`config.mk`:
```
export PLATFORM = sky130hd
export DESIGN_NAME = fpu_top
export DESIGN_NICKNAME = d
export VERILOG_FILES = /design/src/rtl/fpu_ctl_pkg.sv /design/src/rtl/fpu_fmt_pkg.sv /design/src/rtl/fpu_mant_alu.sv /design/src/rtl/fpu_operand_fetch.sv /design/src/rtl/fpu_sequencer.sv /design/src/rtl/fpu_strobe_gen.sv /design/src/rtl/fpu_top.sv
export SDC_FILE = /design/constraint.sdc
export NUM_CORES = 1
export LEC_CHECK = 0
export BUFFER_PORTS_ARGS = -buffer_cell sky130_fd_sc_hd__buf_2
export CAP_MARGIN = 20
export CORE_MARGIN = 5
export CORE_UTILIZATION = 25
export CTS_CLUSTER_DIAMETER = 100
export DETAILED_ROUTE_END_ITERATION = 12
export SYNTH_ARGS = -nofsm -noshare
export SYNTH_HDL_FRONTEND = slang
export SYNTH_SLANG_ARGS = --single-unit
```
`constraint.sdc`:
```
create_clock -name clk_sys -period 6 [get_ports clk_sys]
set_input_delay 0.3 -clock clk_sys [delete_from_list [all_inputs] [get_ports clk_sys]]
set_output_delay 0.3 -clock clk_sys [all_outputs]
set_load 0.01 [all_outputs]
```
`src/rtl/fpu_ctl_pkg.sv`:
```
`default_nettype none

package fpu_ctl_pkg;

	// command opcodes
	typedef enum logic [1:0] {
		op_ld  = 2'd0,
		op_af  = 2'd1,
		op_sf  = 2'd2,
		op_nrf = 2'd3
	} fpu_op_t;

	// strobe timing classes, one per kind of state
	typedef enum logic [1:0] {
		cls_mem   = 2'd0,
		cls_shift = 2'd1,
		cls_add   = 2'd2,
		cls_end   = 2'd3
	} strobe_class_t;

	// delay counter width in the strobe generator
	localparam int dly_w = 4;

	// delay for memory and end classes
	localparam int fixed_dly = 1;

endpackage

`default_nettype wire

```
`src/rtl/fpu_fmt_pkg.sv`:
```
`default_nettype none

package fpu_fmt_pkg;

	// ------------------------------------------------------------------------
	// word and operand layout
	// ------------------------------------------------------------------------

	// memory word, three of them per operand
	localparam int word_w = 16;
	localparam int words_per_op = 3;
	localparam int addr_w = 16;

	// lp counter width, walks the three words
	localparam int idx_w = 2;

	// fraction spans word 1, word 2 and high byte of word 3
	localparam int mant_w = 40;
	localparam int w3_mant_w = mant_w - 2 * word_w;

	// exponent sits in the low byte of word 3
	localparam int exp_w = 8;

	// two's complement exponent range
	localparam logic signed [exp_w-1:0] exp_max = 8'sd127;
	localparam logic signed [exp_w-1:0] exp_min = -8'sd128;

endpackage

`default_nettype wire

```
`src/rtl/fpu_mant_alu.sv`:
```
`default_nettype none

module fpu_mant_alu (
	input logic clk_sys,
	input logic _0_f,
	input logic load_word,
	input logic [fpu_fmt_pkg::idx_w-1:0] word_idx,
	input logic [fpu_fmt_pkg::word_w-1:0] word_data,
	input logic load_acc,
	input logic align_step,
	input logic add_step,
	input logic sub_sel,
	input logic fix_step,
	input logic norm_step,
	output logic exp_equal,
	output logic sum_ovf,
	output logic is_norm,
	output logic [fpu_fmt_pkg::word_w-1:0] res_w1,
	output logic [fpu_fmt_pkg::word_w-1:0] res_w2,
	output logic [fpu_fmt_pkg::word_w-1:0] res_w3,
	output logic res_ovf,
	output logic res_zero
);

	import fpu_fmt_pkg::*;

	logic signed [mant_w-1:0] acc_m, opd_m;
	logic signed [exp_w-1:0] acc_e, opd_e;
	logic [mant_w:0] sum_c, sum_q;
	logic [$clog2(mant_w+1)-1:0] sh_cnt;
	logic acc_smaller, align_go, align_last, acc_zero;

	// ------------------------------------------------------------------------
	// compare and status
	// ------------------------------------------------------------------------

	assign exp_equal = (acc_e == opd_e);
	assign acc_smaller = (acc_e < opd_e);
	assign align_go = align_step & ~exp_equal;
	// fortieth shift, smaller operand is all sign now
	assign align_last = (sh_cnt == ($clog2(mant_w+1))'(mant_w - 1));
	assign acc_zero = (acc_m == '0);
	// top two bits differ, or zero
	assign is_norm = acc_zero | (acc_m[mant_w-1] ^ acc_m[mant_w-2]);

	// 41 bit sum, sign extended inputs
	assign sum_c = sub_sel ? {acc_m[mant_w-1], acc_m} - {opd_m[mant_w-1], opd_m}
		: {acc_m[mant_w-1], acc_m} + {opd_m[mant_w-1], opd_m};
	assign sum_ovf = sum_q[mant_w] ^ sum_q[mant_w-1];

	// result words
	assign res_w1 = acc_m[mant_w-1 -: word_w];
	assign res_w2 = acc_m[mant_w-word_w-1 -: word_w];
	assign res_w3 = {acc_m[w3_mant_w-1:0], acc_e};
	assign res_zero = acc_zero;

	// ------------------------------------------------------------------------
	// accumulator
	// ------------------------------------------------------------------------

	always_ff @(posedge clk_sys, posedge _0_f) begin
		if (_0_f) begin
			acc_m <= '0;
			acc_e <= '0;
			res_ovf <= 1'b0;
		end else if (load_acc) begin
			acc_m <= opd_m;
			acc_e <= opd_e;
			res_ovf <= 1'b0;
		end else if (align_go & acc_smaller) begin
			// truncating shift
			acc_m <= acc_m >>> 1;
			acc_e <= align_last ? opd_e : acc_e + 1'b1;
		end else if (add_step) begin
			acc_m <= sum_c[mant_w-1:0];
			res_ovf <= 1'b0;
		end else if (fix_step) begin
			acc_m <= sum_q[mant_w:1];
			acc_e <= acc_e + 1'b1;
			// exponent wraps past +127
			if (acc_e == exp_max)
				res_ovf <= 1'b1;
		end else if (norm_step) begin
			if (acc_zero)
				acc_e <= '0;
			else if (!is_norm) begin
				// underflow clears the whole number
				if (acc_e == exp_min) begin
					acc_m <= '0;
					acc_e <= '0;
				end else begin
					acc_m <= acc_m <<< 1;
					acc_e <= acc_e - 1'b1;
				end
			end
		end
	end

	// alignment shift count
	always_ff @(posedge clk_sys, posedge _0_f) begin
		if (_0_f)
			sh_cnt <= '0;
		else if (load_word)
			sh_cnt <= '0;
		else if (align_go)
			sh_cnt <= sh_cnt + 1'b1;
	end

	// operand register, filled word by word
	always_ff @(posedge clk_sys) begin
		if (load_word) begin
			if (word_idx == idx_w'(0))
				opd_m[mant_w-1 -: word_w] <= word_data;
			else if (word_idx == idx_w'(1))
				opd_m[mant_w-word_w-1 -: word_w] <= word_data;
			else begin
				opd_m[w3_mant_w-1:0] <= word_data[word_w-1 -: w3_mant_w];
				opd_e <= word_data[exp_w-1:0];
			end
		end else if (align_go & ~acc_smaller) begin
			opd_m <= opd_m >>> 1;
			opd_e <= align_last ? acc_e : opd_e + 1'b1;
		end
	end

	// raw sum kept for the overflow fix
	always_ff @(posedge clk_sys) begin
		if (add_step)
			sum_q <= sum_c;
	end

endmodule

`default_nettype wire

```
`src/rtl/fpu_operand_fetch.sv`:
```
`default_nettype none

module fpu_operand_fetch (
	input logic clk_sys,
	input logic _0_f,
	input logic fetch_start,
	input logic [fpu_fmt_pkg::addr_w-1:0] fetch_addr,
	input logic mem_req_ready,
	input logic mem_rsp_valid,
	input logic [fpu_fmt_pkg::word_w-1:0] mem_rsp_data,
	output logic mem_req_valid,
	output logic [fpu_fmt_pkg::addr_w-1:0] mem_addr,
	output logic word_valid,
	output logic [fpu_fmt_pkg::idx_w-1:0] word_idx,
	output logic [fpu_fmt_pkg::word_w-1:0] word_data,
	output logic fetch_last
);

	import fpu_fmt_pkg::*;

	typedef enum logic [1:0] {
		st_idle,
		st_req,
		st_wait,
		st_gap
	} fetch_st_t;

	fetch_st_t st;
	logic [idx_w-1:0] lp;
	logic lp_last;
	logic rsp_take;

	// lp at the third word
	assign lp_last = (lp == idx_w'(words_per_op - 1));
	assign rsp_take = (st == st_wait) && mem_rsp_valid;

	// request held until memory takes it
	assign mem_req_valid = (st == st_req);

	// ------------------------------------------------------------------------
	// request sequencing, one read outstanding
	// ------------------------------------------------------------------------

	always_ff @(posedge clk_sys, posedge _0_f) begin
		if (_0_f) begin
			st <= st_idle;
			lp <= '0;
			word_valid <= 1'b0;
			fetch_last <= 1'b0;
		end else begin
			word_valid <= 1'b0;
			fetch_last <= 1'b0;
			unique case (st)
				st_idle: begin
					if (fetch_start) begin
						lp <= '0;
						st <= st_req;
					end
				end
				st_req: begin
					if (mem_req_ready)
						st <= st_wait;
				end
				st_wait: begin
					if (mem_rsp_valid) begin
						word_valid <= 1'b1;
						fetch_last <= lp_last;
						lp <= lp_last ? '0 : lp + 1'b1;
						st <= lp_last ? st_idle : st_gap;
					end
				end
				// one idle clock so the sequencer can take the word
				st_gap: st <= st_req;
			endcase
		end
	end

	// address and word payload
	always_ff @(posedge clk_sys) begin
		if ((st == st_idle) && fetch_start)
			mem_addr <= fetch_addr;
		else if (rsp_take)
			mem_addr <= mem_addr + 1'b1;
		if (rsp_take) begin
			word_data <= mem_rsp_data;
			word_idx <= lp;
		end
	end

endmodule

`default_nettype wire

```
`src/rtl/fpu_sequencer.sv`:
```
`default_nettype none

module fpu_sequencer (
	input logic clk_sys,
	input logic _0_f,
	input logic cmd_valid,
	input fpu_ctl_pkg::fpu_op_t cmd_op,
	input logic [fpu_fmt_pkg::addr_w-1:0] cmd_addr,
	input logic done_ready,
	input logic strob1,
	input logic strob2,
	input logic word_valid,
	input logic fetch_last,
	input logic exp_equal,
	input logic sum_ovf,
	input logic is_norm,
	output logic cmd_ready,
	output logic done_valid,
	output logic state_entry,
	output fpu_ctl_pkg::strobe_class_t state_class,
	output logic fetch_start,
	output logic [fpu_fmt_pkg::addr_w-1:0] fetch_addr,
	output logic load_word,
	output logic align_step,
	output logic add_step,
	output logic fix_step,
	output logic norm_step,
	output logic sub_sel,
	output logic load_acc
);

	import fpu_ctl_pkg::*;

	// state flags
	logic f_fetch, f_align, f_add, f_fix, f_norm, f_end;
	logic ef_fetch, ef_align, ef_add, ef_fix, ef_norm, ef_end;
	fpu_op_t op_q;
	logic last_seen;
	logic accept;
	logic is_ld;
	logic fetch_done;

	// idle when no flag is up
	assign cmd_ready = ~(f_fetch | f_align | f_add | f_fix | f_norm | f_end);
	assign accept = cmd_valid & cmd_ready;
	assign done_valid = f_end;

	assign is_ld = (op_q == op_ld);
	assign sub_sel = (op_q == op_sf);
	assign fetch_done = f_fetch & last_seen;

	// ------------------------------------------------------------------------
	// state transitions, taken on strob2
	// ------------------------------------------------------------------------

	assign ef_fetch = f_fetch & ~last_seen;
	assign ef_align = (fetch_done & ~is_ld) | (f_align & ~exp_equal);
	assign ef_add = f_align & exp_equal;
	// mantissa overflow needs one right shift
	assign ef_fix = f_add & sum_ovf;
	assign ef_norm = (f_add & ~sum_ovf) | f_fix | (f_norm & ~is_norm);
	assign ef_end = (fetch_done & is_ld) | (f_norm & is_norm);

	// strobe class per flag
	always_comb begin
		if (f_fetch)
			state_class = cls_mem;
		else if (f_add)
			state_class = cls_add;
		else if (f_align | f_fix | f_norm)
			state_class = cls_shift;
		else
			state_class = cls_end;
	end

	// ------------------------------------------------------------------------
	// datapath commands
	// ------------------------------------------------------------------------

	assign load_word = f_fetch & strob1;
	assign align_step = f_align & strob1 & ~exp_equal;
	assign add_step = f_add & strob1;
	assign fix_step = f_fix & strob1;
	assign norm_step = f_norm & strob1;
	// ld result goes straight to the accumulator
	assign load_acc = fetch_done & strob2 & is_ld;

	always_ff @(posedge clk_sys, posedge _0_f) begin
		if (_0_f) begin
			{f_fetch, f_align, f_add, f_fix, f_norm, f_end} <= '0;
			op_q <= op_ld;
			last_seen <= 1'b0;
			state_entry <= 1'b0;
			fetch_start <= 1'b0;
		end else begin
			state_entry <= 1'b0;
			fetch_start <= 1'b0;
			if (accept) begin
				op_q <= cmd_op;
				last_seen <= 1'b0;
				// nrf skips the fetch
				if (cmd_op == op_nrf) begin
					f_norm <= 1'b1;
					state_entry <= 1'b1;
				end else begin
					f_fetch <= 1'b1;
					fetch_start <= 1'b1;
				end
			end else if (f_end) begin
				if (done_ready)
					f_end <= 1'b0;
			end else if (strob2) begin
				{f_fetch, f_align, f_add, f_fix, f_norm, f_end} <=
					{ef_fetch, ef_align, ef_add, ef_fix, ef_norm, ef_end};
				// fetch re-entry comes from word arrival
				state_entry <= ~ef_end & ~ef_fetch;
			end
			// every arriving word gets its own strobe pass
			if (f_fetch & word_valid) begin
				state_entry <= 1'b1;
				if (fetch_last)
					last_seen <= 1'b1;
			end
		end
	end

	// operand address for the fetch
	always_ff @(posedge clk_sys) begin
		if (accept)
			fetch_addr <= cmd_addr;
	end

endmodule

`default_nettype wire

```
`src/rtl/fpu_strobe_gen.sv`:
```
`default_nettype none

module fpu_strobe_gen #(
	parameter int shift_dly = 1,
	parameter int add_dly = 2
) (
	input logic clk_sys,
	input logic _0_f,
	input logic state_entry,
	input fpu_ctl_pkg::strobe_class_t state_class,
	output logic strob1,
	output logic strob2
);

	import fpu_ctl_pkg::*;

	logic [dly_w-1:0] cnt;
	logic [dly_w-1:0] dly_sel;
	logic armed;

	// per-class delay, picked when the state is entered
	always_comb begin
		unique case (state_class)
			cls_shift: dly_sel = dly_w'(shift_dly);
			cls_add: dly_sel = dly_w'(add_dly);
			cls_mem: dly_sel = dly_w'(fixed_dly);
			cls_end: dly_sel = dly_w'(fixed_dly);
		endcase
	end

	// strob1 on the last count
	assign strob1 = armed && (cnt == dly_w'(1));

	// ------------------------------------------------------------------------
	// delay line
	// ------------------------------------------------------------------------

	always_ff @(posedge clk_sys, posedge _0_f) begin
		if (_0_f) begin
			cnt <= '0;
			armed <= 1'b0;
			strob2 <= 1'b0;
		end else begin
			// strob2 trails strob1 by one clock
			strob2 <= strob1;
			if (state_entry) begin
				cnt <= dly_sel;
				armed <= 1'b1;
			end else if (armed) begin
				cnt <= cnt - 1'b1;
				// one shot per entry
				if (cnt == dly_w'(1))
					armed <= 1'b0;
			end
		end
	end

endmodule

`default_nettype wire

```
`src/rtl/fpu_top.sv`:
```
`default_nettype none

module fpu_top #(
	parameter int shift_dly = 1,
	parameter int add_dly = 2
) (
	input logic clk_sys,
	input logic _0_f,
	input logic cmd_valid,
	input fpu_ctl_pkg::fpu_op_t cmd_op,
	input logic [fpu_fmt_pkg::addr_w-1:0] cmd_addr,
	output logic cmd_ready,
	output logic mem_req_valid,
	output logic [fpu_fmt_pkg::addr_w-1:0] mem_addr,
	input logic mem_req_ready,
	input logic mem_rsp_valid,
	input logic [fpu_fmt_pkg::word_w-1:0] mem_rsp_data,
	output logic done_valid,
	output logic [fpu_fmt_pkg::word_w-1:0] res_w1,
	output logic [fpu_fmt_pkg::word_w-1:0] res_w2,
	output logic [fpu_fmt_pkg::word_w-1:0] res_w3,
	output logic res_ovf,
	output logic res_zero,
	input logic done_ready
);

	import fpu_fmt_pkg::*;
	import fpu_ctl_pkg::*;

	// sequencer to strobe generator
	logic state_entry;
	strobe_class_t state_class;
	logic strob1, strob2;

	// operand fetch
	logic fetch_start;
	logic [addr_w-1:0] fetch_addr;
	logic word_valid, fetch_last;
	logic [idx_w-1:0] word_idx;
	logic [word_w-1:0] word_data;

	// datapath commands and status
	logic load_word, align_step, add_step, fix_step, norm_step, sub_sel, load_acc;
	logic exp_equal, sum_ovf, is_norm;

	fpu_sequencer seq0 (
		.clk_sys(clk_sys), ._0_f(_0_f),
		.cmd_valid(cmd_valid), .cmd_op(cmd_op), .cmd_addr(cmd_addr),
		.done_ready(done_ready), .strob1(strob1), .strob2(strob2),
		.word_valid(word_valid), .fetch_last(fetch_last),
		.exp_equal(exp_equal), .sum_ovf(sum_ovf), .is_norm(is_norm),
		.cmd_ready(cmd_ready), .done_valid(done_valid),
		.state_entry(state_entry), .state_class(state_class),
		.fetch_start(fetch_start), .fetch_addr(fetch_addr),
		.load_word(load_word), .align_step(align_step), .add_step(add_step),
		.fix_step(fix_step), .norm_step(norm_step), .sub_sel(sub_sel),
		.load_acc(load_acc)
	);

	fpu_strobe_gen #(.shift_dly(shift_dly), .add_dly(add_dly)) strb0 (
		.clk_sys(clk_sys), ._0_f(_0_f),
		.state_entry(state_entry), .state_class(state_class),
		.strob1(strob1), .strob2(strob2)
	);

	fpu_operand_fetch fetch0 (
		.clk_sys(clk_sys), ._0_f(_0_f),
		.fetch_start(fetch_start), .fetch_addr(fetch_addr),
		.mem_req_ready(mem_req_ready), .mem_rsp_valid(mem_rsp_valid),
		.mem_rsp_data(mem_rsp_data), .mem_req_valid(mem_req_valid),
		.mem_addr(mem_addr), .word_valid(word_valid), .word_idx(word_idx),
		.word_data(word_data), .fetch_last(fetch_last)
	);

	fpu_mant_alu alu0 (
		.clk_sys(clk_sys), ._0_f(_0_f),
		.load_word(load_word), .word_idx(word_idx), .word_data(word_data),
		.load_acc(load_acc), .align_step(align_step), .add_step(add_step),
		.sub_sel(sub_sel), .fix_step(fix_step), .norm_step(norm_step),
		.exp_equal(exp_equal), .sum_ovf(sum_ovf), .is_norm(is_norm),
		.res_w1(res_w1), .res_w2(res_w2), .res_w3(res_w3),
		.res_ovf(res_ovf), .res_zero(res_zero)
	);

endmodule

`default_nettype wire

```
==> impl_metrics.py <==
metrics = {
    "setup_path": {
        "setup.worst_path.start": "alu0.opd_m[12]$_DFFE_PP_",
        "arrival_ns": 5.31,
        "ff2ff_path_depth": 15,
        "r2r-end": "alu0.acc_m[34]$_DFFE_PP0P_",
        "worstReg2RegStart": "alu0.opd_m[12]$_DFFE_PP_",
        "crit_path_end_kind": "flop",
        "rrSetupSlack_ns": 1.19,
        "path_class": "reg2reg",
        "cp.required_ns": 6.50,
        "startpoint_type": "flop",
        "cp_max_fo": 8,
    },
    "synth": {
        "ys_seq_elements": 216,
        "synth_edf_count": 138,
        "yosysWarnings": 0,
        "mappedNetlistNets": 1611,
        "netlist-cell-type-count": 79,
        "synth_ff_type": "edfxtp_1",
        "seq_area_frac_synth_pct": 44.2,
        "synthArstFlopShare_pct": 36.1,
        "synth_area_per_cell_um2": 9.15,
        "syn_inst": 1509,
        "syn_area_um2": 13800,
    },
    "run_status": {
        "status": "complete, no violations",
    },
    "die": {
        "die_y_um": 245,
        "die_w_um": 245,
        "core_um2": 54900,
        "ioPinCount": 109,
        "die-area_um2": 60000,
        "start_util_pct": 25.1,
        "row_count": 86,
    },
    "pwr": {
        "ir_worst_vdd_v": 0.000212,
        "powerDensity_nw_per_um2": 407,
        "cellLeakagePower_nw": 6.59,
    },
    "global_routing": {
        "grt-ovfl-total": 0,
        "grt_antenna_before_repair": 1,
        "track_usage_pct": 15.6,
        "grt_max_degree": 50,
        "grt_pass1_wl_mm": 74.4,
        "grt_pass1_vias": 12105,
    },
    "routing": {
        "vias_per_cell": 5.32,
        "drtPass1Iterations": 5,
        "antenna_left": 0,
        "drt_iter0_drc": 1176,
        "vias": 12466,
        "route.detailed.drc": 0,
        "drt_wl_total_mm": 48.3,
        "post_drt_wl_per_cell_um": 20.6,
    },
    "sta": {
        "fin_worst_skew_ns": 0.0155,
        "rsz0062_at_grt": "false",
        "period_share_pct": 80.2,
        "min_period_ns": 4.81,
        "setup_viol": 0,
        "worstMarginPinSlew_ns": 0.900,
        "setup_tns_ns": 0,
        "timing_hold_violations_final": 0,
        "slew_headroom_pct": 39.6,
        "timing.fmax_mhz": 208,
        "maxSlewViolCount": 0,
        "final.setup.worst_slack_ns": 1.19,
    },
    "placement": {
        "pre_cts_ws_ns": 1.27,
        "dp.final_hpwl_mm": 34.6,
        "port_buffers": 108,
        "place_congestion": 0.937,
    },
    "clock_tree": {
        "clkTransAtPathRegs_ns": 0.06,
        "cts-root-buf": "clkbuf_16",
        "cts-resized-gates": 0,
        "cts.path.max_buffers": 3,
        "clock_latency_ns": 0.57,
        "numCtsBuffers": 27,
        "cts_tree": "yes",
        "clock-sinks": 216,
        "htree_levels": 1,
    },
    "worst_hold_path": {
        "holdPathStages": 3,
        "hp-class": "in2reg",
        "hold_start": "mem_rsp_valid",
        "min_to": "fetch0.fetch_last$_DFF_PP0_",
    },
    "cells_and_area": {
        "layout_commonest_cell": "nand2_1",
        "fillers": 5727,
        "drive_above_1_share_pct": 12.3,
        "final_cell_mix": "216 x nand2_1, 138 x edfxtp_1, 118 x nor2_1",
        "area_growth_pct": 18.4,
        "layout.nets": 1721,
    },
    "flow_run": {
        "max_cap_viol_count": 0,
    },
}
## synth_stat cells, types with 24 or more instances
cell type,count,share of area (%)
nand2_1,216,5.9
and3_1,24,1.1
o21ai_0,115,4.2
dfrtp_1,78,14
clkbuf_1,68,1.8
a221oi_1,27,1.7
xnor2_1,66,4.2
ha_1,61,5.5
edfxtp_1,138,30
nor3_1,36,1.3
nor2_1,118,3.2
inv_1,57,1.6
a21oi_1,116,4.2
nand3_1,40,1.5
xor2_1,41,2.6
a21o_1,27,1.5
## repair_timing
action / CTS / global route
setup buffers: 0 / 0
hold endpoints to repair: 63 / 0
hold buffers: 35 / 0
## worst max-delay path: stages, from the launching register on
cell,delay (ns)
edfxtp_1,0.50
or3_4,0.43
or4_4,0.44
nor4b_1,0.32
buf_4,0.22
a21oi_1,0.08
xnor2_1,0.17
ha_1,0.45
and3_1,0.23
nand2_1,0.08
or3_1,0.37
o21ai_1,0.45
a21oi_1,0.19
o21ai_0,0.34
mux2_2,0.38
nor2_1,0.10
## layer usage
metal	global-route usage (%)	part of all wire [%]
met5	0	0
met2	25.6	46
met3	1.86	5.5
met1	21.5	45
met4	4.80	2.9
## report_power, final
group / internal, mW / total [mW] / switching, mW
combinational: 1.05 / 2.58 / 1.53
sequential: 1.91 / 2.35 / 0.447
clock: 1.03 / 1.71 / 0.686
## flip-flops by register name (all words and copies together) (netlist names), 2 cells and up
| name | flops |
|---|---|
| alu0.opd_m | 40 |
| fetch0.st | 2 |
| alu0.acc_e | 8 |
| seq0.fetch_addr | 16 |
| seq0.op_q | 2 |
| fetch0.mem_addr | 16 |
| fetch0.lp | 2 |
| alu0.sh_cnt | 6 |
| alu0.acc_m | 40 |
| fetch0.word_data | 16 |
| alu0.opd_e | 8 |
| alu0.sum_q | 40 |
| strb0.cnt | 4 |
| fetch0.word_idx | 2 |
## worst max-delay path by stage
stage | end | slack (ns) | cells past startpoint
finish | alu0.acc_m[34]$_DFFE_PP0P_ | 1.19 | 15
detailed placement | alu0.acc_m[34]$_DFFE_PP0P_ | 1.27 | 15
floorplan | alu0.acc_m[37]$_DFFE_PP0P_ | 1.63 | 15
global placement | alu0.acc_m[35]$_DFFE_PP0P_ | 1.23 | 16
global route | alu0.acc_m[34]$_DFFE_PP0P_ | 0.82 | 16
CTS | alu0.acc_m[34]$_DFFE_PP0P_ | 1.23 | 15
## cell type report
class	instances	area, um2	area share, %
Timing Repair Buffer	161	1030	6.28
Sequential cell	216	6100	37.3
Inverter	58	219	1.34
Clock inverter	17	199	1.22
Tap cell	704	881	5.39
Antenna cell	1	2.50	0.0153
Clock buffer	33	719	4.40
Multi-Input combinational cell	1155	7190	44.0
## per-stage QoR
| step | power [mW] | instances | util (%) | hold WS, ns | area (um2) |
|---|---|---|---|---|---|
| detailed placement | 4.91 | 2259 | 27.5 | 0.413 | 15100 |
| CTS | 6.67 | 2344 | 29.8 | 0.0814 | 16300 |
| finish | 6.65 | 2345 | 29.8 | 0.0935 | 16300 |
| floorplan | 4.01 | 1509 | - | 0.399 | 13800 |
| global placement | 4.87 | 2259 | 27.5 | 0.406 | 15100 |
| global route | 7.06 | 2345 | 29.8 | 0.104 | 16300 |
## cell families (layout without fill, tap and decap cells)
group / Yosys count / after routing / synth area share, %
xor gates and xnor gates: 107 / 107 / 6.79
AOI/OAI and AO/OA: 446 / 446 / 20.9
muxes: 6 / 6 / 0.462
other: 0 / 1 / 0
buffers and inverters: 138 / 269 / 3.89
adders and majority gates: 62 / 62 / 5.68
DFF: 216 / 216 / 44.2
and+or+nand+nor: 534 / 534 / 18.1
Note: power is estimated with default switching activity, not from simulation.
